==> src/cache_cfg_pkg.sv <==
package cache_cfg_pkg;

	// geometry
	// ----------------------------------------
	localparam int BW_WORD_ADDR = 16;					// core word address
	localparam int BW_BLOCK = 2;						// 4 words per block
	localparam int BW_GRP = 5;							// 32 groups
	localparam int BW_TAG = BW_WORD_ADDR - BW_GRP - BW_BLOCK;	// 9 tag bits
	localparam int N_WAYS = 2;							// set size

	// data ram address is [way|group|word]
	localparam int BW_CACHE_ADDR_FULL = $clog2(N_WAYS) + BW_GRP + BW_BLOCK;

	// core address views
	// ----------------------------------------
	typedef struct packed {
		logic [BW_TAG-1:0]		tag;				// upper bits, compared in tag memory
		logic [BW_GRP-1:0]		grp;				// selects the group
		logic [BW_BLOCK-1:0]	word;				// word within block
	} cache_addr_fields_t;

	// same 16 bits, seen either flat or split
	typedef union packed {
		logic [BW_WORD_ADDR-1:0]	raw;			// as driven by the core
		cache_addr_fields_t			f;				// as used by the cache
	} cache_addr_u;

endpackage

==> src/cache_bus_pkg.sv <==
package cache_bus_pkg;

	import cache_cfg_pkg::*;

	// memory side command
	// ----------------------------------------
	typedef struct packed {
		logic						req;			// held until ready_req_i
		logic						rw;				// 1: write, 0: read
		logic [BW_WORD_ADDR-1:0]	add;			// block base, word bits zero
	} mem_cmd_t;

	// controller to counters, one-cycle pulses
	typedef struct packed {
		logic	hit;								// first-try hit
		logic	miss;								// once per missing request
		logic	writeback;							// once per dirty eviction
	} perf_flags_t;

	// comm port encoding
	// ----------------------------------------
	localparam logic [1:0] COMM_SEL_HIT = 2'd0;
	localparam logic [1:0] COMM_SEL_MISS = 2'd1;
	localparam logic [1:0] COMM_SEL_WB = 2'd2;
	localparam int COMM_CLEAR_BIT = 31;				// clears all counters

endpackage

==> src/cache_perf_counters.sv <==
`timescale 1ns/1ps

module cache_perf_counters
	import cache_bus_pkg::*;
(
	input	logic			clock_i,
	input	logic			reset_i,
	input	perf_flags_t	flags_i,				// pulses from the controller
	input	logic [31:0]	comm_i,					// [1:0] select, [31] clear
	output	logic [31:0]	comm_o
);

	logic [31:0]	hit_cnt_q;
	logic [31:0]	miss_cnt_q;
	logic [31:0]	wb_cnt_q;

	// counters
	// ----------------------------------------
	always_ff @(posedge clock_i) begin
		if (reset_i || comm_i[COMM_CLEAR_BIT]) begin
			hit_cnt_q <= '0;
			miss_cnt_q <= '0;
			wb_cnt_q <= '0;
		end else begin
			if (flags_i.hit) hit_cnt_q <= hit_cnt_q + 32'd1;
			if (flags_i.miss) miss_cnt_q <= miss_cnt_q + 32'd1;
			if (flags_i.writeback) wb_cnt_q <= wb_cnt_q + 32'd1;
		end
	end

	// registered readback
	always_ff @(posedge clock_i) begin
		if (reset_i) begin
			comm_o <= '0;
		end else begin
			case (comm_i[1:0])
				COMM_SEL_HIT:	comm_o <= hit_cnt_q;
				COMM_SEL_MISS:	comm_o <= miss_cnt_q;
				COMM_SEL_WB:	comm_o <= wb_cnt_q;
				default:		comm_o <= '0;		// unused selector
			endcase
		end
	end

endmodule

==> config.mk <==
export PLATFORM = sky130hd
export DESIGN_NAME = cache_perf_counters
export DESIGN_NICKNAME = d
export VERILOG_FILES = /design/src/cache_cfg_pkg.sv /design/src/cache_bus_pkg.sv /design/src/cache_perf_counters.sv
export SDC_FILE = /design/constraint.sdc
export NUM_CORES = 1
export LEC_CHECK = 0
export ABC_AREA = 1
export BUFFER_PORTS_ARGS = -buffer_cell sky130_fd_sc_hd__buf_2
export CAP_MARGIN = 20
export CORE_ASPECT_RATIO = 0.8
export CORE_MARGIN = 3
export CORE_UTILIZATION = 64
export DETAILED_ROUTE_END_ITERATION = 16
export PLACE_DENSITY = 0.85
export SLEW_MARGIN = 20
export SYNTH_ARGS = -nofsm -noshare
export SYNTH_HDL_FRONTEND = slang
export SYNTH_SLANG_ARGS = --single-unit
==> constraint.sdc <==
create_clock -name clock_i -period 3.3 [get_ports clock_i]
set_clock_uncertainty 0.15 [all_clocks]
set_input_delay 0.165 -clock clock_i [delete_from_list [all_inputs] [get_ports clock_i]]
set_output_delay 0.165 -clock clock_i [all_outputs]
set_load 0.02 [all_outputs]
==> impl_metrics.env <==
export IMPL_layout_drive_gt1_share_pct=12.68
export IMPL_maxSlewHeadroom_pct=31.75
export IMPL_die_area_sq_mm=0.01178
export IMPL_n_antenna_cell=0
export IMPL_cts_inserted_buffers=17
export IMPL_wirelength_mm=18.69
export IMPL_globalplace_congestion=0.9837
export IMPL_min_path_type="in2reg"
export IMPL_numClockSinks=128
export IMPL_finalSetupViolations=0
export IMPL_ctsRootBufferMaster="clkbuf_16"
export IMPL_track_usage_pct=32.80
export IMPL_nNetsFinal=1131
export IMPL_min_period_ns=1.861
export IMPL_rows=32
export IMPL_initial_core_util_pct=67.74
export IMPL_grt_pass1_vias=6168
export IMPL_critPathKind="reg2reg"
export IMPL_async_flop_share_pct=0
export IMPL_synth_seq_area_share_pct=38.10
export IMPL_status="completed"
export IMPL_p_leak_nw=3.027
export IMPL_start_kind="flop"
export IMPL_synthesis_instances=1053
export IMPL_worst_slew_pin_slew_ns=1.023
export IMPL_rsz0062_at_grt="false"
export IMPL_syn2layout_area_growth_pct=14.06
export IMPL_ctsResizeCount=0
export IMPL_clockBufferDepth=2
export IMPL_ir_worst_vdd_mv=0.3968
export IMPL_dp_hpwl_mm=13.07
export IMPL_synth_edf_count=0
export IMPL_drtAntennaViolNets=0
export IMPL_wl_per_cell_microns=15.08
export IMPL_finalCritPeriodShare_pct=56.38
export IMPL_cts_setup_buffers=0
export IMPL_syn_nets=1093
export IMPL_cpMaxStageDelayCell="dfxtp_1"
export IMPL_drt_iter0_drc=1010
export IMPL_maxCapViolCount=0
export IMPL_syn_area_sq_mm=0.006726
export IMPL_portBuffers=39
export IMPL_viasPerCell=5.624
export IMPL_max_stage_delay_ns=0.43
export IMPL_path_clk_slew_ns=0.06
export IMPL_use_met1_pct=47.40
export IMPL_hold_buffers=4
export IMPL_slew_viol_final=0
export IMPL_grt_max_degree=65
export IMPL_grt_pass1_wl_mm=30.75
export IMPL_end_kind="flop"
export IMPL_antenna_found_initial=0
export IMPL_finalHoldViolCount=0
export IMPL_crit_start="hit_cnt_q[6]"
export IMPL_fmax_mhz=537.5
export IMPL_grt_overflow=0
export IMPL_synth_cell_types=31
export IMPL_reg2reg_depth=7
export IMPL_whs_path_depth=4
export IMPL_grt_use_met3_pct=7.159
export IMPL_ys_seq_elements=128
export IMPL_h_tree_depth=4
export IMPL_cp_max_fo=6
export IMPL_r2r_start="hit_cnt_q[6]"
export IMPL_busiest_layer="met2"
export IMPL_critical_path_arrival_ns=2.02
export IMPL_dr_pass1_iters=7
export IMPL_die_h_microns=97.70
export IMPL_die_x_microns=120.6
export IMPL_clkLatencyLatePin_ns=0.42
export IMPL_boundaryPins=69
export IMPL_p_per_area_mw_per_mm2=481.7
export IMPL_cp_cell_sequence="nand2_1 > nor2_2 > nand3_1 > nor2_1 > nand3_1 > nand2_1 > nor2_1"
export IMPL_num_vias=6974
export IMPL_cts_tree="done"
export IMPL_avgSynthCellArea_sq_um=6.388
export IMPL_drc=0
export IMPL_setup_tns_ns=0
export IMPL_hp_start="comm_i[31]"
export IMPL_crit_required_ns=3.46
export IMPL_fin_util_pct=77.27
export IMPL_p_total_w=0.003696
export IMPL_use_met2_pct=47.40
export IMPL_yosysWarnings=0
export IMPL_core_sq_mm=0.009930
export IMPL_ys_flop_type="dfxtp_1"
-- placed cells by master, fill, tap and decap left out, drive strengths merged --
cell type	count
nand2	324
nor2	211
dfxtp	128
inv	124
nand3	86
a21oi	48
buf	41
o21ai	26
nand4	22
nor3	22
clkbuf	20
xnor2	5
o211ai	5
o221ai	5
xor2	5
o22ai	4
and3	4
bufinv	4
dlygate4sd3	4
clkinv	4
ha	3
a211oi	2
nand3b	2
clkinvlp	2
or2	1
a21o	1
nor3b	1
-- sequential cells by signal, summed over array words and instances (netlist names) --
register and cells:
comm_o 32, hit_cnt_q 32, miss_cnt_q 32, wb_cnt_q 32
-- cell usage after synthesis, drive strengths merged, types with 2 or more instances --
master  number  area, sq um
nand4       22        137.6
clkbuf       8        30.03
a211oi       2        15.01
xor2         5        43.79
ha           3        37.54
nand3       86        440.4
o22ai        4        25.02
a21oi       48        240.2
buf         18        98.85
nor3        22        115.1
and3         4        25.02
o211ai       5        37.54
nand3b       2        15.01
xnor2        5        43.79
inv        122        457.9
nand2      324         1249
dfxtp      128         2562
nor2       211        952.2
o21ai       26        130.1
o221ai       5        43.79
-- worst paths after layout --
kind                            slack (ns)        endpoint
worst max-delay path                  1.44   hit_cnt_q[28]
worst min-delay path                  0.02    hit_cnt_q[5]
worst max register to register        1.44   hit_cnt_q[28]
worst min register to register        0.36  miss_cnt_q[10]
-- critical path: cells and delay by family (launching register included) --
| family | cells | cell delay [ns] |
|---|---|---|
| AND/OR/NAND/NOR | 7 | 1.15 |
| flip-flops | 1 | 0.43 |
-- logic make-up after synthesis --
logic type / Yosys count / share of synthesized area (%)
AOI/OAI and AO/OA: 91 / 7.422
xor gates and xnor gates: 10 / 1.302
adders and majority gates: 3 / 0.5581
buffers and inverters: 148 / 8.724
DFF: 128 / 38.10
and+or+nand+nor: 673 / 43.90
-- cell type report --
type	count	area, sq um
Clock inverter	12	180.2
Tap cell	136	170.2
Clock buffer	20	466.7
Inverter	122	457.9
Timing Repair Buffer	45	250.2
Fill cell	798	2257
Sequential cell	128	2562
Multi-Input combinational cell	777	3585
-- stage by stage --
step / std cells / setup slack (ns) / cell area, sq um / hold slack [ns]
2_1_floorplan: 1053 / 1.783 / 6726 / 0.1995
3_3_place_gp: 1204 / 1.448 / 6985 / 0.3298
3_5_place_dp: 1204 / 1.439 / 6985 / 0.3409
4_1_cts: 1240 / 1.526 / 7672 / 0.0004696
5_1_grt: 1240 / 1.341 / 7672 / 0.03275
6_report: 1240 / 1.439 / 7672 / 0.01549
-- power by group --
group	leakage (nW)	switching, W	internal, W
registers	1.03	0.00000447	0.00155
clock network	0.313	0.000720	0.00133
logic	1.68	0.0000723	0.0000221
-- layer usage --
| metal | share of wire [%] | vias to the layer above | wire (microns) |
|---|---|---|---|
| met5 | 0 | - | 0 |
| met2 | 43 | 391 | 8024 |
| met3 | 11 | 38 | 2040 |
| li1 | - | 3408 | - |
| met4 | 2.9 | 0 | 542 |
| met1 | 43 | 3137 | 8085 |
Note: power is estimated with default switching activity, not from simulation.
