--- src/cache_cfg_pkg.sv ---
package cache_cfg_pkg;

	// geometry
	// ----------------------------------------
	localparam int BW_WORD_ADDR = 16;					// core word address
	localparam int BW_BLOCK = 2;						// 4 words per block
	localparam int BW_GRP = 5;							// 32 groups
	localparam int BW_TAG = BW_WORD_ADDR - BW_GRP - BW_BLOCK;	// 9 tag bits
	localparam int N_WAYS = 2;							// set size

	// data ram address is [way|group|word]
	localparam int BW_CACHE_ADDR_FULL = $clog2(N_WAYS) + BW_GRP + BW_BLOCK;

	// core address views
	// ----------------------------------------
	typedef struct packed {
		logic [BW_TAG-1:0]		tag;				// upper bits, compared in tag memory
		logic [BW_GRP-1:0]		grp;				// selects the group
		logic [BW_BLOCK-1:0]	word;				// word within block
	} cache_addr_fields_t;

	// same 16 bits, seen either flat or split
	typedef union packed {
		logic [BW_WORD_ADDR-1:0]	raw;			// as driven by the core
		cache_addr_fields_t			f;				// as used by the cache
	} cache_addr_u;

endpackage

--- src/cache_tag_memory.sv ---
`timescale 1ns/1ps

module cache_tag_memory
	import cache_cfg_pkg::*;
(
	input	logic					clock_i,
	input	logic					reset_i,
	input	logic					lookup_i,		// compare both ways, result next cycle
	input	cache_addr_u			addr_i,			// tag and group of the request
	input	logic					upd_i,			// write tag and flags
	input	logic					upd_way_i,
	input	logic					upd_valid_i,
	input	logic					upd_dirty_i,
	input	logic					touch_i,		// mark an access for lru
	input	logic					touch_way_i,
	output	logic					hit_o,
	output	logic					hit_way_o,
	output	logic					victim_way_o,
	output	logic [BW_TAG-1:0]		victim_tag_o,
	output	logic					victim_dirty_o
);

	// state per group
	// ----------------------------------------
	logic [BW_TAG-1:0]						tag_q [N_WAYS][1<<BW_GRP];	// no reset, guarded by valid
	logic [(1<<BW_GRP)-1:0][N_WAYS-1:0]		valid_q;
	logic [(1<<BW_GRP)-1:0][N_WAYS-1:0]		dirty_q;
	logic [(1<<BW_GRP)-1:0]					lru_q;		// index of least recent way

	logic [BW_GRP-1:0]		grp;
	logic [N_WAYS-1:0]		way_match;
	logic					victim_way;

	assign grp = addr_i.f.grp;

	// compare and replacement choice
	always_comb begin
		for (int w = 0; w < N_WAYS; w++) begin
			way_match[w] = valid_q[grp][w] && (tag_q[w][grp] == addr_i.f.tag);
		end
		if (!valid_q[grp][0]) begin
			victim_way = 1'b0;						// empty way first
		end else if (!valid_q[grp][1]) begin
			victim_way = 1'b1;
		end else begin
			victim_way = lru_q[grp];				// both full, evict lru
		end
	end

	always_ff @(posedge clock_i) begin
		if (upd_i) tag_q[upd_way_i][grp] <= addr_i.f.tag;
		if (lookup_i) begin
			hit_way_o <= way_match[1];				// only meaningful with hit_o
			victim_way_o <= victim_way;
			victim_tag_o <= tag_q[victim_way][grp];
			victim_dirty_o <= valid_q[grp][victim_way] & dirty_q[grp][victim_way];
		end
	end

	always_ff @(posedge clock_i) begin
		if (reset_i) begin
			valid_q <= '0;
			dirty_q <= '0;
			lru_q <= '0;
			hit_o <= 1'b0;
		end else begin
			if (upd_i) begin
				valid_q[grp][upd_way_i] <= upd_valid_i;
				dirty_q[grp][upd_way_i] <= upd_dirty_i;
			end
			if (touch_i) lru_q[grp] <= ~touch_way_i;	// other way becomes lru
			if (lookup_i) hit_o <= |way_match;
		end
	end

	// a block is never cached twice in one group
	assert property (@(posedge clock_i) disable iff (reset_i)
		!(&valid_q[grp] && (tag_q[0][grp] == tag_q[1][grp])));

endmodule

--- config.mk ---
export PLATFORM = sky130hd
export DESIGN_NAME = cache_tag_memory
export DESIGN_NICKNAME = d
export VERILOG_FILES = /design/src/cache_cfg_pkg.sv /design/src/cache_tag_memory.sv
export SDC_FILE = /design/constraint.sdc
export NUM_CORES = 1
export LEC_CHECK = 0
export BUFFER_PORTS_ARGS = -buffer_cell sky130_fd_sc_hd__buf_2
export CELL_PAD_IN_SITES_DETAIL_PLACEMENT = 1
export CELL_PAD_IN_SITES_GLOBAL_PLACEMENT = 2
export CORE_UTILIZATION = 46
export CTS_CLUSTER_SIZE = 10
export DETAILED_ROUTE_END_ITERATION = 6
export PLACE_DENSITY_LB_ADDON = 0.05
export SETUP_SLACK_MARGIN = 0.2
export SYNTH_ARGS = -nofsm -noshare
export SYNTH_HDL_FRONTEND = slang
export SYNTH_SLANG_ARGS = --single-unit
export TNS_END_PERCENT = 5
--- constraint.sdc ---
create_clock -name clock_i -period 4.85 [get_ports clock_i]
set_input_delay 1.455 -clock clock_i [delete_from_list [all_inputs] [get_ports clock_i]]
set_output_delay 1.455 -clock clock_i [all_outputs]
set_load 0.03 [all_outputs]
==> impl_metrics.py <==
metrics = {
    "status": {
        "outcome": "finished, violations left",
        "violations": "design-rule violations",
    },
    "floorplan": {
        "io-pin-count": 38,
        "fp.coreArea_sq_um": 69100,
        "floorplan.die.width_um": 267,
        "dieArea_sq_um": 71400,
        "rows": 96,
        "start_util": 0.468,
        "die_y_um": 267,
    },
    "clocking": {
        "hold_buffers": 0,
        "h-tree-depth": 3,
        "cts_tree": "yes",
        "cts_buffer_depth": 3,
        "clock_latency_ps": 650,
        "cts-root-buf": "clkbuf_16",
        "postCtsSetupRepairBufs": 0,
        "postCtsResizedCells": 0,
        "clock_sinks": 749,
        "clk_pin_slew_ps": 60,
        "cts_buffers": 87,
    },
    "detailed_routing": {
        "via_per_inst": 6.30,
        "drt_iter0_markers": 2093,
        "drt-total-wl_um": 115000,
        "firstDrtPassIters": 7,
        "drc_errors": 1,
        "ant_nets": 0,
        "wl_per_cell_um": 33.0,
        "vias": 22000,
    },
    "layout": {
        "diodes": 0,
        "fin_nets": 2534,
        "utilization": 0.533,
        "areaGrowthSynthToFinish_pct": 13.9,
        "drive_above_1_share": 0.155,
    },
    "setup_path": {
        "path_class": "in2reg",
        "crit_required_ps": 5240,
        "critical_path.max_fanout": 31,
        "cp.arrival_ps": 4710,
        "critPathLaunchType": "input pin",
        "cp-end-kind": "flip-flop",
    },
    "placement": {
        "portBuffers": 35,
        "hpwl_um": 78700,
        "gp_congestion": 0.933,
    },
    "logic_synthesis": {
        "yosys-top-cells-count": "edfxtp_1, mux2i_1, nand2_1",
        "synthCells": 2392,
        "yosysMostFrequentCell": "edfxtp_1",
        "async_flop_share": 0,
        "synth_area_sq_um": 32300,
        "synth-edff-count": 588,
        "synth_top_area_share": 0.546,
        "synth.area.top_cells": "edfxtp_1, mux2i_1, dfxtp_1",
        "synth_area_leader_cell": "edfxtp_1",
        "ys_seq_area_frac": 0.646,
        "synthDistinctLibCells": 66,
        "synth.avg_cell_area_sq_um": 13.5,
        "synth_ff_type": "edfxtp_1",
        "synth-seq-cells": 749,
        "yosysWarnings": 0,
        "synthesis.nets": 2417,
    },
    "sta": {
        "hold_viol_final": 0,
        "period_needed_ps": 4320,
        "fin_crit_sh": 0.891,
        "worst_slew_pin_slew_ps": 1140,
        "slew_headroom": 0.238,
        "setup_viol": 0,
        "drv_slew": 0,
        "clock.fmax_ghz": 0.231,
        "rsz0062_at_grt": "false",
        "finClkSkew_ps": 25.7,
    },
    "global_routing": {
        "grt_pass1_wl_um": 162000,
        "grt_usage": 0.324,
        "overflow": 0,
        "antenna_found_initial": 2,
        "grt_pass1_vias": 22200,
        "grt_max_degree": 141,
    },
    "pwr": {
        "switching_power_mw": 3.30,
        "power.total_mw": 14.0,
        "powerDensity_nw_per_um2": 380,
        "p_comb_frac": 0.070,
        "seqPwrFrac": 0.499,
        "sw_frac_of_total": 0.236,
        "p_int_mw": 10.7,
        "leakagePower_nw": 13.5,
        "peakVddDrop_mv": 0.250,
        "clkPwrFrac": 0.431,
    },
    "worst_hold_path": {
        "min-delay-path-class": "reg2reg",
    },
    "flow_run": {
        "maxCapViolCount": 0,
    },
}
## cell families after synthesis
group                     share of synthesized area
muxes                                         0.150
and+or+nand+nor                              0.0767
xor gates and xnor gates                    0.00460
buffers and inverters                        0.0349
DFF                                           0.646
AOI/OAI and AO/OA                            0.0880
## per-stage QoR
step / area (sq um) / TNS (ps) / std cells / hold slack, ps / setup WS (ps)
final: 36800 / 0 / 3490 / 478 / 528
after global routing: 36800 / 0 / 3490 / 500 / 398
after CTS: 36800 / 0 / 3490 / 477 / 563
after detailed placement: 34300 / -175 / 3351 / 469 / -103
after global placement: 34300 / -138 / 3351 / 458 / -97.7
after floorplan: 32300 / 0 / 2392 / 451 / 698
## path summary, 6_finish.rpt
path	depth (start not counted)	from	slack (ps)	to
max reg2reg	11	valid_q[38]$_SDFFE_PP0P_	1620	victim_tag_o[2]$_DFFE_PP_
max	14	addr_i[3]	530	victim_tag_o[2]$_DFFE_PP_
min	2	valid_q[62]$_SDFFE_PP0P_	480	valid_q[62]$_SDFFE_PP0P_
min reg2reg	2	valid_q[62]$_SDFFE_PP0P_	480	valid_q[62]$_SDFFE_PP0P_
## routing by layer
metal / track usage / wire, um
met3: 0.0384 / 7650
met5: 0 / 13
met2: 0.517 / 53900
met4: 0.121 / 4140
met1: 0.456 / 49600
## worst max-delay path: stages
cell	delay, ps
buf_8	240
buf_12	210
buf_12	210
mux4_2	390
a22oi_1	230
nand4_1	260
buf_4	260
o21ai_4	110
buf_12	260
buf_4	250
mux2i_1	200
o21ai_0	240
nor2_1	220
o21ai_0	100
## layout make-up
type	instances	area, sq um
Multi-Input combinational cell	1425	10400
Tap cell	931	1160
Fill cell	6712	32200
Clock buffer	128	2360
Inverter	38	144
Clock inverter	11	188
Timing Repair Buffer	208	1750
Sequential cell	749	20900
## placed cells by master (no fill, tap or decap), types with 6 or more instances in the layout
cell / count
nand2_1: 260
o2111a_1: 15
nand2b_1: 11
and2_1: 10
a21oi_1: 89
nor2_1: 178
buf_4: 154
nand3_1: 11
nor4_1: 25
xnor2_1: 10
a211oi_1: 26
nor2b_1: 9
nor3_1: 6
xor2_1: 7
mux2i_1: 330
buf_12: 20
clkbuf_16: 87
and3_1: 9
o211a_1: 6
buf_2: 32
edfxtp_1: 588
o21ai_0: 74
dfxtp_1: 161
a22oi_1: 9
mux4_2: 61
inv_1: 36
a311oi_1: 16
clkbuf_1: 38
nand4_1: 7
mux2_2: 7
a31oi_1: 36
o22ai_1: 141
## state kept, by name (all words and copies together) (netlist names)
| name | count |
|---|---|
| tag_q | 576 |
| dirty_q | 64 |
| valid_q | 64 |
| lru_q | 32 |
| victim_tag_o | 9 |
| hit_o | 1 |
| hit_way_o | 1 |
| victim_dirty_o | 1 |
| victim_way_o | 1 |
## power by group through the flow
stage	clock network (mW)	logic [mW]	registers, mW
final	6.03	0.981	6.99
after global routing	6.31	1.02	6.99
after CTS	6.12	0.974	6.99
after detailed placement	0	0.971	7.12
after global placement	0	0.955	7.12
after floorplan	0	0.514	7.13
Power figures use the tool's default switching activity.
