==> src/cache_cfg_pkg.sv <==
package cache_cfg_pkg;

	// geometry
	// ----------------------------------------
	localparam int BW_WORD_ADDR = 16;					// core word address
	localparam int BW_BLOCK = 2;						// 4 words per block
	localparam int BW_GRP = 5;							// 32 groups
	localparam int BW_TAG = BW_WORD_ADDR - BW_GRP - BW_BLOCK;	// 9 tag bits
	localparam int N_WAYS = 2;							// set size

	// data ram address is [way|group|word]
	localparam int BW_CACHE_ADDR_FULL = $clog2(N_WAYS) + BW_GRP + BW_BLOCK;

	// core address views
	// ----------------------------------------
	typedef struct packed {
		logic [BW_TAG-1:0]		tag;				// upper bits, compared in tag memory
		logic [BW_GRP-1:0]		grp;				// selects the group
		logic [BW_BLOCK-1:0]	word;				// word within block
	} cache_addr_fields_t;

	// same 16 bits, seen either flat or split
	typedef union packed {
		logic [BW_WORD_ADDR-1:0]	raw;			// as driven by the core
		cache_addr_fields_t			f;				// as used by the cache
	} cache_addr_u;

endpackage

==> src/cache_bus_pkg.sv <==
package cache_bus_pkg;

	import cache_cfg_pkg::*;

	// memory side command
	// ----------------------------------------
	typedef struct packed {
		logic						req;			// held until ready_req_i
		logic						rw;				// 1: write, 0: read
		logic [BW_WORD_ADDR-1:0]	add;			// block base, word bits zero
	} mem_cmd_t;

	// controller to counters, one-cycle pulses
	typedef struct packed {
		logic	hit;								// first-try hit
		logic	miss;								// once per missing request
		logic	writeback;							// once per dirty eviction
	} perf_flags_t;

	// comm port encoding
	// ----------------------------------------
	localparam logic [1:0] COMM_SEL_HIT = 2'd0;
	localparam logic [1:0] COMM_SEL_MISS = 2'd1;
	localparam logic [1:0] COMM_SEL_WB = 2'd2;
	localparam int COMM_CLEAR_BIT = 31;				// clears all counters

endpackage

==> src/cache_controller.sv <==
`timescale 1ns/1ps

module cache_controller
	import cache_cfg_pkg::*;
	import cache_bus_pkg::*;
(
	input	logic								clock_i,
	input	logic								reset_i,

	// core
	input	logic								core_req_i,		// held until done
	input	logic								core_rw_i,		// 1: write
	input	cache_addr_u						core_addr_i,
	input	logic [31:0]						core_data_i,
	output	logic								core_done_o,	// single pulse
	output	logic								core_hit_o,

	// tag memory
	output	logic								tag_lookup_o,
	output	logic								tag_upd_o,
	output	logic								tag_upd_way_o,
	output	logic								tag_upd_valid_o,
	output	logic								tag_upd_dirty_o,
	output	logic								tag_touch_o,
	output	logic								tag_touch_way_o,
	input	logic								tag_hit_i,
	input	logic								tag_hit_way_i,
	input	logic								tag_victim_way_i,
	input	logic [BW_TAG-1:0]					tag_victim_tag_i,
	input	logic								tag_victim_dirty_i,

	// data memory
	output	logic [BW_CACHE_ADDR_FULL-1:0]		mem_addr_o,
	output	logic								mem_wren_o,
	output	logic [31:0]						mem_wdata_o,
	input	logic [31:0]						mem_rdata_i,

	// buffer and memory
	input	logic								ready_req_i,
	output	mem_cmd_t							mem_cmd_o,
	input	logic								ready_write_i,
	output	logic								write_o,
	output	logic [31:0]						data_o,
	input	logic								ready_read_i,
	output	logic								read_o,
	input	logic [31:0]						data_i,

	output	perf_flags_t						flags_o
);

	typedef enum logic [2:0] {
		S_IDLE,
		S_LOOKUP,
		S_HIT,
		S_WB_CMD,
		S_WB_BURST,
		S_FILL_CMD,
		S_FILL_BURST,
		S_REPLAY
	} state_t;

	state_t					state_q, state_d;
	logic [BW_BLOCK-1:0]	cnt_q;					// burst word, wraps after 4
	logic					first_q;				// no miss seen for this request
	logic					way_sel;
	logic [BW_BLOCK-1:0]	word_sel;

	// state and burst count
	// ----------------------------------------
	always_ff @(posedge clock_i) begin
		if (reset_i) begin
			state_q <= S_IDLE;
			cnt_q <= '0;
			first_q <= 1'b0;
		end else begin
			state_q <= state_d;
			if (state_q == S_IDLE) begin
				cnt_q <= '0;
				first_q <= 1'b1;					// fresh request
			end else if (write_o || read_o) begin
				cnt_q <= cnt_q + 1'b1;
			end
			if (state_q == S_LOOKUP && !tag_hit_i) first_q <= 1'b0;
		end
	end

	// next state and strobes
	// ----------------------------------------
	always_comb begin
		state_d = state_q;
		tag_lookup_o = 1'b0;
		tag_upd_o = 1'b0;
		tag_upd_way_o = tag_victim_way_i;
		tag_upd_valid_o = 1'b1;
		tag_upd_dirty_o = 1'b0;
		tag_touch_o = 1'b0;
		tag_touch_way_o = tag_hit_way_i;
		mem_wren_o = 1'b0;
		mem_wdata_o = core_data_i;
		mem_cmd_o = '0;
		write_o = 1'b0;
		read_o = 1'b0;
		flags_o = '0;
		way_sel = tag_victim_way_i;					// bursts work on the victim
		word_sel = cnt_q;

		case (state_q)
			S_IDLE: begin
				tag_lookup_o = core_req_i;
				if (core_req_i) state_d = S_LOOKUP;
			end
			S_LOOKUP: begin
				if (tag_hit_i) begin
					way_sel = tag_hit_way_i;
					word_sel = core_addr_i.f.word;
					mem_wren_o = core_rw_i;			// ram write at end of this cycle
					tag_touch_o = 1'b1;
					tag_upd_o = core_rw_i;			// writes mark the block dirty
					tag_upd_way_o = tag_hit_way_i;
					tag_upd_dirty_o = 1'b1;
					flags_o.hit = first_q;			// replays do not count
					state_d = S_HIT;
				end else begin
					flags_o.miss = 1'b1;
					state_d = tag_victim_dirty_i ? S_WB_CMD : S_FILL_CMD;
				end
			end
			S_HIT: state_d = S_IDLE;				// done pulse
			S_WB_CMD: begin
				mem_cmd_o.req = 1'b1;
				mem_cmd_o.rw = 1'b1;
				mem_cmd_o.add = {tag_victim_tag_i, core_addr_i.f.grp, {BW_BLOCK{1'b0}}};
				if (ready_req_i) begin
					flags_o.writeback = 1'b1;
					state_d = S_WB_BURST;
				end
			end
			S_WB_BURST: begin
				write_o = ready_write_i;
				word_sel = cnt_q + BW_BLOCK'(write_o);	// prefetch next word on a pulse
				if (write_o && (&cnt_q)) state_d = S_FILL_CMD;
			end
			S_FILL_CMD: begin
				mem_cmd_o.req = 1'b1;
				mem_cmd_o.add = {core_addr_i.f.tag, core_addr_i.f.grp, {BW_BLOCK{1'b0}}};
				if (ready_req_i) state_d = S_FILL_BURST;
			end
			S_FILL_BURST: begin
				read_o = ready_read_i;
				mem_wren_o = read_o;
				mem_wdata_o = data_i;
				if (read_o && (&cnt_q)) begin
					tag_upd_o = 1'b1;				// new tag, clean and valid
					state_d = S_REPLAY;
				end
			end
			S_REPLAY: begin
				tag_lookup_o = 1'b1;				// now a guaranteed hit
				state_d = S_LOOKUP;
			end
			default: state_d = S_IDLE;
		endcase
	end

	assign mem_addr_o = {way_sel, core_addr_i.f.grp, word_sel};
	assign data_o = mem_rdata_i;					// ram word leads write_o by a cycle
	assign core_done_o = (state_q == S_HIT);
	assign core_hit_o = (state_q == S_HIT) && first_q;

	// protocol checks
	// ----------------------------------------
	// command fields held while the buffer is not ready
	assert property (@(posedge clock_i) disable iff (reset_i)
		mem_cmd_o.req && !ready_req_i |=> mem_cmd_o.req && $stable(mem_cmd_o));
	// burst word held through a write gap
	assert property (@(posedge clock_i) disable iff (reset_i)
		state_q == S_WB_BURST && !write_o |=> $stable(data_o));
	// the replay after a fill always hits
	assert property (@(posedge clock_i) disable iff (reset_i)
		state_q == S_LOOKUP && !first_q |-> tag_hit_i);

endmodule

==> config.mk <==
export PLATFORM = sky130hd
export DESIGN_NAME = cache_controller
export DESIGN_NICKNAME = d
export VERILOG_FILES = /design/src/cache_cfg_pkg.sv /design/src/cache_bus_pkg.sv /design/src/cache_controller.sv
export SDC_FILE = /design/constraint.sdc
export NUM_CORES = 1
export LEC_CHECK = 0
export BUFFER_PORTS_ARGS = -buffer_cell sky130_fd_sc_hd__buf_2
export CORE_ASPECT_RATIO = 0.9
export CORE_MARGIN = 10
export CORE_UTILIZATION = 29
export CTS_CLUSTER_DIAMETER = 120
export DETAILED_ROUTE_END_ITERATION = 10
export PLACE_DENSITY = 0.82
export REMOVE_ABC_BUFFERS = 1
export SLEW_MARGIN = 20
export SYNTH_ARGS = -nofsm -noshare
export SYNTH_HDL_FRONTEND = slang
export SYNTH_SLANG_ARGS = --single-unit
==> constraint.sdc <==
create_clock -name clock_i -period 1.9 [get_ports clock_i]
set_input_delay 0.095 -clock clock_i [delete_from_list [all_inputs] [get_ports clock_i]]
set_output_delay 0.095 -clock clock_i [all_outputs]
set_load 0.02 [all_outputs]
==> results.py, run 1 <==
metrics = {
    "cells_and_area": {
        "area_growth_pct": 42.8,
        "final_common_cell": "buf_2",
        "layout_common_cells": "buf_2, mux2_2, nor2_1",
        "drive_gt1_frac": 0.704,
        "nets": 443,
    },
    "hold_path": {
        "min_path_type": "primary input to flop",
        "min_from": "reset_i",
        "whs_endpoint": "first_q",
        "holdPathStages": 2,
    },
    "synth": {
        "synthDistinctLibCells": 42,
        "synthXorXnorAreaFrac": 0.0117,
        "avgSynthCellArea_um2": 8.28,
        "ys.flop_type": "dfxtp_1",
        "synthAdderAreaFrac": 0.0167,
        "syn-cell-area_um2": 1500,
        "synthMuxAreaShare": 0.290,
        "synth_top_family_by_area": "buffers and inverters",
        "yosysSeqAreaShare": 0.0801,
        "synth-compound-area-share": 0.131,
        "syn-instance-count": 181,
        "synthSimpleGateAreaFrac": 0.173,
        "yosysWarnings": 0,
        "synth_top_cell_by_area": "buf_4",
        "synth_top_area_share": 0.220,
        "ys_top_cells_by_area": "buf_4, mux2_2, dfxtp_1",
        "synth-seq-cells": 6,
        "async_flop_share": 0,
        "synth_edf_count": 0,
    },
    "sta": {
        "hold_violations": 0,
        "max_freq_ghz": 0.546,
        "maxSlewViolCount": 0,
        "finalSetupViolations": 0,
        "fin_crit_sh": 0.964,
        "finClkSkew_ns": 0.00307,
        "rsz0062_at_grt": "false",
        "fin_crit_ns": 1.83,
        "hold_slack_ns": 0.161,
    },
    "worst_setup_path": {
        "arrival_ns": 1.74,
        "crit_path_start_kind": "flop",
        "crit_slowest_cell": "mux2_2",
        "rrSetupSlack_ns": 0.35,
        "crit_path_max_fanout": 33,
        "r2r_end": "cnt_q[1]",
        "worstPathRequired_ns": 1.80,
        "endpoint_kind": "output pin",
        "critPathKind": "flop to output pin",
        "r2r_start": "state_q[1]",
        "rr_worst_depth": 5,
        "path_cells": "inv_4 -> and3_1 -> buf_12 -> mux2_2 -> buf_2",
        "slowest_delay_ns": 0.37,
    },
    "outcome": {
        "status": "complete, no violations",
    },
    "global_routing": {
        "antenna_found_initial": 3,
        "grt_max_degree": 34,
        "overflow": 0,
        "grt_usage": 0.228,
        "grt_pass1_wl_um": 13500,
        "grt_pass1_vias": 1941,
    },
    "power": {
        "power.internal_uw": 607,
        "p_per_area_nw_per_um2": 535,
        "power.switching_uw": 539,
        "comb_power_share": 0.668,
        "pwr-share-seq": 0.157,
        "p_clk_frac": 0.174,
        "power_uw": 1150,
        "irDropWorstVdd_uv": 407,
        "swShare": 0.470,
        "power.static_leakage_uw": 0.00119,
    },
    "detailed_routing": {
        "viasPerCell": 4.85,
        "drc": 0,
        "drtPass1Iterations": 4,
        "first_iter_violations": 52,
        "wl_per_cell_um": 27.8,
        "ant_nets": 0,
        "wl_um": 10400,
        "via_count": 1820,
    },
    "clock_tree": {
        "root_buffer": "clkbuf_8",
        "numCtsBuffers": 3,
        "cts.sinks": 6,
        "clockBufferDepth": 2,
        "cts_tree": "yes",
        "h-tree-depth": 1,
        "path_clk_slew_ns": 0.04,
        "cts_setup_buffers": 0,
        "clk_latency_ns": 0.23,
    },
    "die": {
        "die_w_um": 95.8,
        "dieArea_um2": 8450,
        "num_io_pins": 237,
        "rows": 24,
        "core_area_um2": 4920,
        "start_util": 0.304,
        "dieHeight_um": 88.2,
    },
    "place": {
        "gp_congestion": 0.912,
        "hpwl_um": 9590,
        "portBuffers": 169,
    },
    "run": {
        "cap_violations": 0,
    },
}
-- critical path, delay by kind of cell, from the launching register on --
kind                   cells  cell delay [ns]
multiplexers               1             0.37
buffers and inverters      3             0.55
flip-flops                 1             0.34
AND/OR/NAND/NOR            1             0.23
-- cells in the mapped netlist, types with 2 or more instances --
library cell and number:
nand2b_1 4, mux2_1 4, o21ai_0 2, conb_1 2
buf_4 44, mux2_4 3, mux2_2 28, nor3_1 5
o221ai_1 2, buf_2 3, nand2_1 6, nor2b_1 2
and2_1 9, buf_6 6, a21oi_1 3, nor2_1 10
inv_1 3, ha_1 2, mux2i_1 3, a22oi_1 9
clkbuf_1 2, and3_1 4, dfxtp_1 6
-- logic make-up (layout without fill, tap and decap cells) --
family          Yosys count  count (layout)
flops                     6               6
mux                      38              38
simple gates             45              45
fa+ha+maj                 2               2
buf+inv                  59             184
xor+xnor                  2               2
compound gates           27              27
other cells               2               6
-- how the worst max path moves through the flow --
stage,startpoint,to
floorplan,state_q[1],tag_upd_o
global placement,state_q[1],mem_wdata_o[15]
detailed placement,state_q[1],mem_wdata_o[18]
CTS,state_q[2],mem_cmd_o[15]
global route,state_q[2],mem_cmd_o[3]
finish,state_q[0],mem_wdata_o[18]
-- state kept, by name (all words and copies together) (netlist names) --
name,count
cnt_q,2
first_q,1
state_q,3
-- power groups by stage --
stage / Combinational [µW] / Sequential [µW] / Clock, µW
after floorplan: 399 / 197 / 0
final: 766 / 180 / 200
after detailed placement: 760 / 177 / 0
after CTS: 764 / 176 / 204
after global routing: 826 / 181 / 213
after global placement: 750 / 174 / 0
-- stage by stage --
step	util	TNS [ns]	worst slack, ns	area, µm²	instances
global placement	0.423	0	0.277	2080	369
floorplan	-	-9.06	-0.434	1080	127
CTS	0.431	0	0.0555	2120	372
detailed placement	0.423	0	0.225	2080	369
global route	0.435	0	0.00366	2140	375
finish	0.435	0	0.0691	2140	375
-- cell type report --
type	count	area [µm²]
Antenna cell	3	7.51
Clock buffer	3	41.3
Inverter	4	17.5
Timing Repair Buffer	177	918
Fill cell	532	2780
Multi-Input combinational cell	117	953
Sequential cell	6	121
Tap cell	65	81.3
-- what timing repair did --
item                                    in CTS  in global routing
gates resized for setup                      1                  2
hold buffers                                 0                  0
pin swaps                                    0                  0
endpoints found under the setup margin      16                 15
-- per-layer routing --
| layer | GRT usage | wire length [µm] |
|---|---|---|
| met1 | 0.169 | 2700 |
| met2 | 0.426 | 5480 |
| met3 | 0.186 | 1970 |
| met4 | 0.0643 | 200 |
| met5 | 0.0595 | 77 |
Note: power is estimated with default switching activity, not from simulation.
==> inputs of run 2 (changes only) <==
ABC_AREA = 1   (was not set)
==> run 2 against run 1 <==
Net effect: power is 56% higher; register-to-register slack improved by 0.09 ns; die area decreased by 0.79%; sequential cell count stayed put; sequential power grew 39%; combinational power increased by 76%; clock skew is 0.0011 ns higher; via count up 18%; clock power decreased by 5%; first-iteration DRC count grew 100%; hold slack worse by 0.092 ns; largest cell class is now non-clock buffers.
==> results.py, run 2 <==
metrics = {
    "outcome": {
        "status": "complete, no violations",
    },
    "die": {
        "dieArea_um2": 8380,
        "rows": 24,
        "start_util": 0.303,
        "dieHeight_um": 87.9,
        "die_w_um": 95.4,
        "core_area_um2": 4890,
        "num_io_pins": 237,
    },
    "place": {
        "gp_congestion": 0.967,
        "portBuffers": 169,
        "pre_cts_slack_ns": 0.262,
        "dpl-instance-area_um2": 2060,
        "hpwl_um": 7190,
    },
    "clock_tree": {
        "cts_tree": "yes",
        "h-tree-depth": 1,
        "numCtsBuffers": 3,
        "clk_latency_ns": 0.22,
        "cts.sinks": 6,
        "path_clk_slew_ns": 0.04,
        "clockBufferDepth": 2,
        "root_buffer": "clkbuf_8",
    },
    "synth": {
        "yosysSeqAreaShare": 0.0809,
        "syn-cell-area_um2": 1480,
        "synth_most_common_cell": "nand2_1",
        "async_flop_share": 0,
        "synth_top_family_by_area": "simple AND/OR/NAND/NOR gates",
        "synth-compound-area-share": 0.102,
        "ys_top_cells_by_count": "nand2_1, buf_4, inv_1, nor2_1, nand3_1",
        "yosysWarnings": 0,
        "synth-seq-cells": 6,
        "avgSynthCellArea_um2": 5.30,
        "synthAdderAreaFrac": 0.0169,
        "ys_top_cells_by_area": "nand2_1, buf_4, dfxtp_1",
        "ys.flop_type": "dfxtp_1",
        "synthXorXnorAreaFrac": 0.00590,
        "synth_top_area_share": 0.321,
        "synth_top_cell_by_area": "nand2_1",
        "synthSimpleGateAreaFrac": 0.455,
        "synthDistinctLibCells": 25,
        "synthMuxAreaShare": 0,
        "syn-instance-count": 280,
        "synth_edf_count": 0,
    },
    "sta": {
        "max_freq_ghz": 0.575,
        "fin_crit_ns": 1.74,
        "maxSlewViolCount": 0,
        "hold_slack_ns": 0.0683,
        "slew-limit-headroom": 0.663,
        "hold_violations": 0,
        "fin_crit_sh": 0.916,
        "finClkSkew_ns": 0.00421,
        "rsz0062_at_grt": "false",
        "worst_pin_slew_ns": 0.505,
        "finalSetupViolations": 0,
        "final.setup.worst_slack_ns": 0.159,
        "finalSetupTns_ns": 0,
    },
    "cells_and_area": {
        "area_growth_pct": 41.9,
        "drive_gt1_frac": 0.474,
        "nets": 539,
        "layout_common_cells": "buf_2, nand2_1, inv_1",
        "final_common_cell": "buf_2",
        "design_area_um2": 2110,
        "fillers": 539,
        "reg.largest.list": "state_q x3, cnt_q x2, first_q x1",
        "largest_reg_flops": 3,
        "n_antenna_cell": 0,
        "regMostFlops": "state_q",
        "utilization": 0.430,
    },
    "global_routing": {
        "grt_usage": 0.174,
        "antenna_found_initial": 0,
        "grt_max_degree": 34,
        "grt_pass1_wl_um": 11500,
        "grt_pass1_vias": 2105,
        "overflow": 0,
    },
    "worst_setup_path": {
        "rr_worst_depth": 8,
        "rrSetupSlack_ns": 0.44,
        "critPathKind": "flop to output pin",
        "r2r_start": "state_q[1]",
        "crit_path_max_fanout": 32,
        "crit_start": "state_q[1]",
        "r2r_end": "state_q[2]",
        "worstPathRequired_ns": 1.80,
        "endpoint_kind": "output pin",
        "crit_path_start_kind": "flop",
        "arrival_ns": 1.65,
    },
    "power": {
        "irDropWorstVdd_uv": 768,
        "power.static_leakage_uw": 0.00144,
        "swShare": 0.574,
        "pwr-share-seq": 0.140,
        "power.internal_uw": 762,
        "p_clk_frac": 0.107,
        "p_per_area_nw_per_um2": 850,
        "comb_power_share": 0.753,
        "power.switching_uw": 1030,
    },
    "detailed_routing": {
        "wl_um": 8240,
        "viasPerCell": 4.60,
        "drc": 0,
        "drtPass1Iterations": 5,
        "wl_per_cell_um": 17.6,
        "ant_nets": 0,
        "via_count": 2151,
        "first_iter_violations": 104,
    },
    "hold_path": {
        "min_from": "reset_i",
        "holdPathStages": 2,
        "min_path_type": "primary input to flop",
        "whs_endpoint": "first_q",
    },
    "run": {
        "cap_violations": 0,
    },
}
[run 2: power by group through the flow]
stage / Clock (µW) / Sequential (µW) / Combinational (µW)
final: 191 / 251 / 1350
after global routing: 203 / 254 / 1500
after CTS: 194 / 243 / 1360
after detailed placement: 0 / 243 / 1350
after global placement: 0 / 237 / 1330
after floorplan: 0 / 239 / 826
[run 2: layout make-up]
| class | count | area [µm²] | area share |
|---|---|---|---|
| inverters | 30 | 113 | 0.0535 |
| flip-flops and latches | 6 | 123 | 0.0582 |
| well taps | 65 | 81.3 | 0.0386 |
| repair buffers | 173 | 876 | 0.416 |
| clock buffers | 3 | 41.3 | 0.0196 |
| multi-input cells | 191 | 872 | 0.414 |
[run 2: cell families after synthesis]
family	count (synthesis)
DFF	6
other	2
buffers and inverters	84
adders and majority gates	2
AOI/OAI and AO/OA	20
xor gates and xnor gates	1
and+or+nand+nor	165
[run 2: worst max-delay path, cell delays in order, from the launching register on]
cell and delay [ns]:
dfxtp_1 0.48, nand2_2 0.14, nor2_8 0.13, buf_4 0.31, nand2_1 0.09, nand2_1 0.09, buf_2 0.18
[run 2: how the worst max path moves through the flow]
stage,end,slack [ns],cells after the start
6_report,mem_wdata_o[20],0.16,6
2_1_floorplan,tag_upd_o,0.07,4
3_5_place_dp,mem_addr_o[1],0.26,9
4_1_cts,mem_addr_o[1],0.02,9
3_3_place_gp,mem_wdata_o[29],0.35,5
5_1_grt,mem_addr_o[1],0.02,9
[run 2: per-stage QoR]
step                total power (µW)  std cells
floorplan                       1060        227
global placement                1570        465
detailed placement              1590        465
CTS                             1800        468
global route                    1960        468
finish                          1790        468
[run 2: routing by layer]
metal  vias to the layer above  track usage  part of all wire
met5                         -       0.0536            0.0061
met4                         2       0.0254            0.0068
met3                         8        0.133              0.18
met2                       166        0.276              0.45
met1                       921        0.181              0.36
li1                       1054            -                 -
[run 2: timing repair]
item                                    4_1_cts  5_1_grt
gates resized for setup                       0        2
endpoints found under the setup margin        0       22
hold buffers                                  0        0
hold endpoints to repair                      0        0
buffers inserted                              0        0
==> inputs of run 3 (changes only) <==
CORE_ASPECT_RATIO = 0.6   (was 0.9)
==> run 3 against run 2 <==
Net effect: non-clock buffer count unchanged; power shrank 0.40%; highest routed layer unchanged; worst setup slack better by 0.0072 ns; die area rose by 1.1%; sequential share of layout area barely moved; wire length down 6.0%; maximum frequency up 0.41%; via count is 3.7% lower.
==> results.py, run 3 (synthesis gave the netlist of run 2 again) <==
metrics = {
    "outcome": {
        "status": "complete, no violations",
    },
    "power": {
        "power.switching_uw": 1010,
        "swShare": 0.567,
        "comb_power_share": 0.755,
        "power.static_leakage_uw": 0.00144,
        "pwr-share-seq": 0.135,
        "power.internal_uw": 771,
        "power_uw": 1780,
        "p_clk_frac": 0.110,
        "irDropWorstVdd_uv": 871,
        "p_per_area_nw_per_um2": 840,
    },
    "cells_and_area": {
        "utilization": 0.424,
        "final_common_cell": "buf_2",
        "n_antenna_cell": 0,
        "nets": 539,
        "reg.largest.list": "state_q x3, cnt_q x2, first_q x1",
        "area_growth_pct": 42.9,
        "largest_reg_flops": 3,
        "drive_gt1_frac": 0.471,
        "regMostFlops": "state_q",
        "layout_common_cells": "buf_2, nand2_1, inv_1",
    },
    "run": {
        "cap_violations": 0,
    },
    "worst_setup_path": {
        "r2r_start": "state_q[1]",
        "worstPathRequired_ns": 1.80,
        "rr_worst_depth": 8,
        "crit_path_start_kind": "flop",
        "arrival_ns": 1.64,
        "r2r_end": "state_q[2]",
        "endpoint_kind": "output pin",
        "rrSetupSlack_ns": 0.42,
        "critPathKind": "flop to output pin",
        "crit_path_max_fanout": 33,
    },
    "sta": {
        "finalSetupViolations": 0,
        "final.setup.worst_slack_ns": 0.167,
        "maxSlewViolCount": 0,
        "hold_violations": 0,
        "fin_crit_ns": 1.73,
        "worst_pin_slew_ns": 0.505,
        "max_freq_ghz": 0.577,
        "rsz0062_at_grt": "false",
        "fin_crit_sh": 0.912,
        "finalSetupTns_ns": 0,
        "slew-limit-headroom": 0.663,
        "finClkSkew_ns": 0.00170,
    },
    "die": {
        "rows": 20,
        "die_w_um": 112,
        "dieArea_um2": 8470,
        "dieHeight_um": 75.4,
        "core_area_um2": 5000,
        "num_io_pins": 237,
        "start_util": 0.296,
    },
    "global_routing": {
        "grt_usage": 0.164,
        "overflow": 0,
        "grt_pass1_vias": 2009,
        "antenna_found_initial": 0,
        "grt_max_degree": 36,
        "grt_pass1_wl_um": 11100,
    },
    "clock_tree": {
        "h-tree-depth": 1,
        "root_buffer": "clkbuf_8",
        "postCtsHoldBufs": 0,
        "numCtsBuffers": 3,
        "clk_latency_ns": 0.23,
        "cts_tree": "yes",
        "cts.sinks": 6,
        "path_clk_slew_ns": 0.04,
        "clockBufferDepth": 2,
    },
    "place": {
        "gp_congestion": 0.880,
        "hpwl_um": 6890,
        "portBuffers": 169,
        "pre_cts_slack_ns": 0.292,
    },
    "detailed_routing": {
        "via_count": 2071,
        "viasPerCell": 4.42,
        "drtPass1Iterations": 5,
        "first_iter_violations": 103,
        "drc": 0,
        "wl_um": 7740,
        "ant_nets": 0,
        "wl_per_cell_um": 16.5,
    },
    "hold_path": {
        "whs_endpoint": "first_q",
        "min_path_type": "primary input to flop",
        "min_from": "reset_i",
        "holdPathStages": 2,
    },
}
==> run 3: cell counts in the layout (fill, tap and decap cells not counted) <==
No cell type changed its count.
==> run 3: stage by stage <==
step | instances | hold WS, ns | instance area, µm²
5_1_grt | 469 | 0.0903 | 2120
4_1_cts | 469 | 0.0763 | 2120
6_report | 469 | 0.0729 | 2120
2_1_floorplan | 227 | 0.173 | 1100
3_5_place_dp | 466 | 0.190 | 2080
3_3_place_gp | 466 | 0.190 | 2080
==> run 3: worst max-delay path by stage <==
stage,depth (start not counted),slack [ns],endpoint,start
final,5,0.17,tag_upd_o,state_q[1]
after CTS,9,0.06,mem_addr_o[1],state_q[0]
after floorplan,4,0.07,tag_upd_o,state_q[2]
after global placement,9,0.38,mem_addr_o[1],state_q[0]
after global routing,9,0.06,mem_addr_o[1],state_q[0]
after detailed placement,9,0.29,mem_addr_o[1],state_q[0]
==> run 3: area by class of cell <==
class	count	area [µm²]
clock buffers	3	41.3
fillers	527	2880
inverters	30	113
multi-input cells	191	872
flip-flops and latches	6	124
well taps	66	82.6
repair buffers	173	888
==> run 3: power by group through the flow <==
stage	sequential [µW]	combinational, µW	clock (µW)
floorplan	239	826	0
global placement	229	1330	0
detailed placement	236	1350	0
CTS	233	1360	197
global route	247	1500	207
finish	241	1350	196
==> run 3: what timing repair did <==
action,in CTS,in global routing
resized for setup,0,2
endpoints found under the setup margin,0,6
setup buffers,0,0
==> run 3: worst max-delay path, stage by stage, from the launching register on <==
cell and delay (ns):
dfxtp_1 0.48, nand2_2 0.14, nor2_8 0.12, inv_2 0.20, o22ai_1 0.27, buf_2 0.20
==> run 3: layer usage <==
layer  global-route usage  share of wire  vias up  wire length [µm]
met5               0.0659         0.0097        -                75
met4               0.0168         0.0026        2                20
met3                0.109           0.15        4              1130
met2                0.232           0.41      130              3150
met1                0.203           0.43      878              3360
li1                     -              -     1057                 -
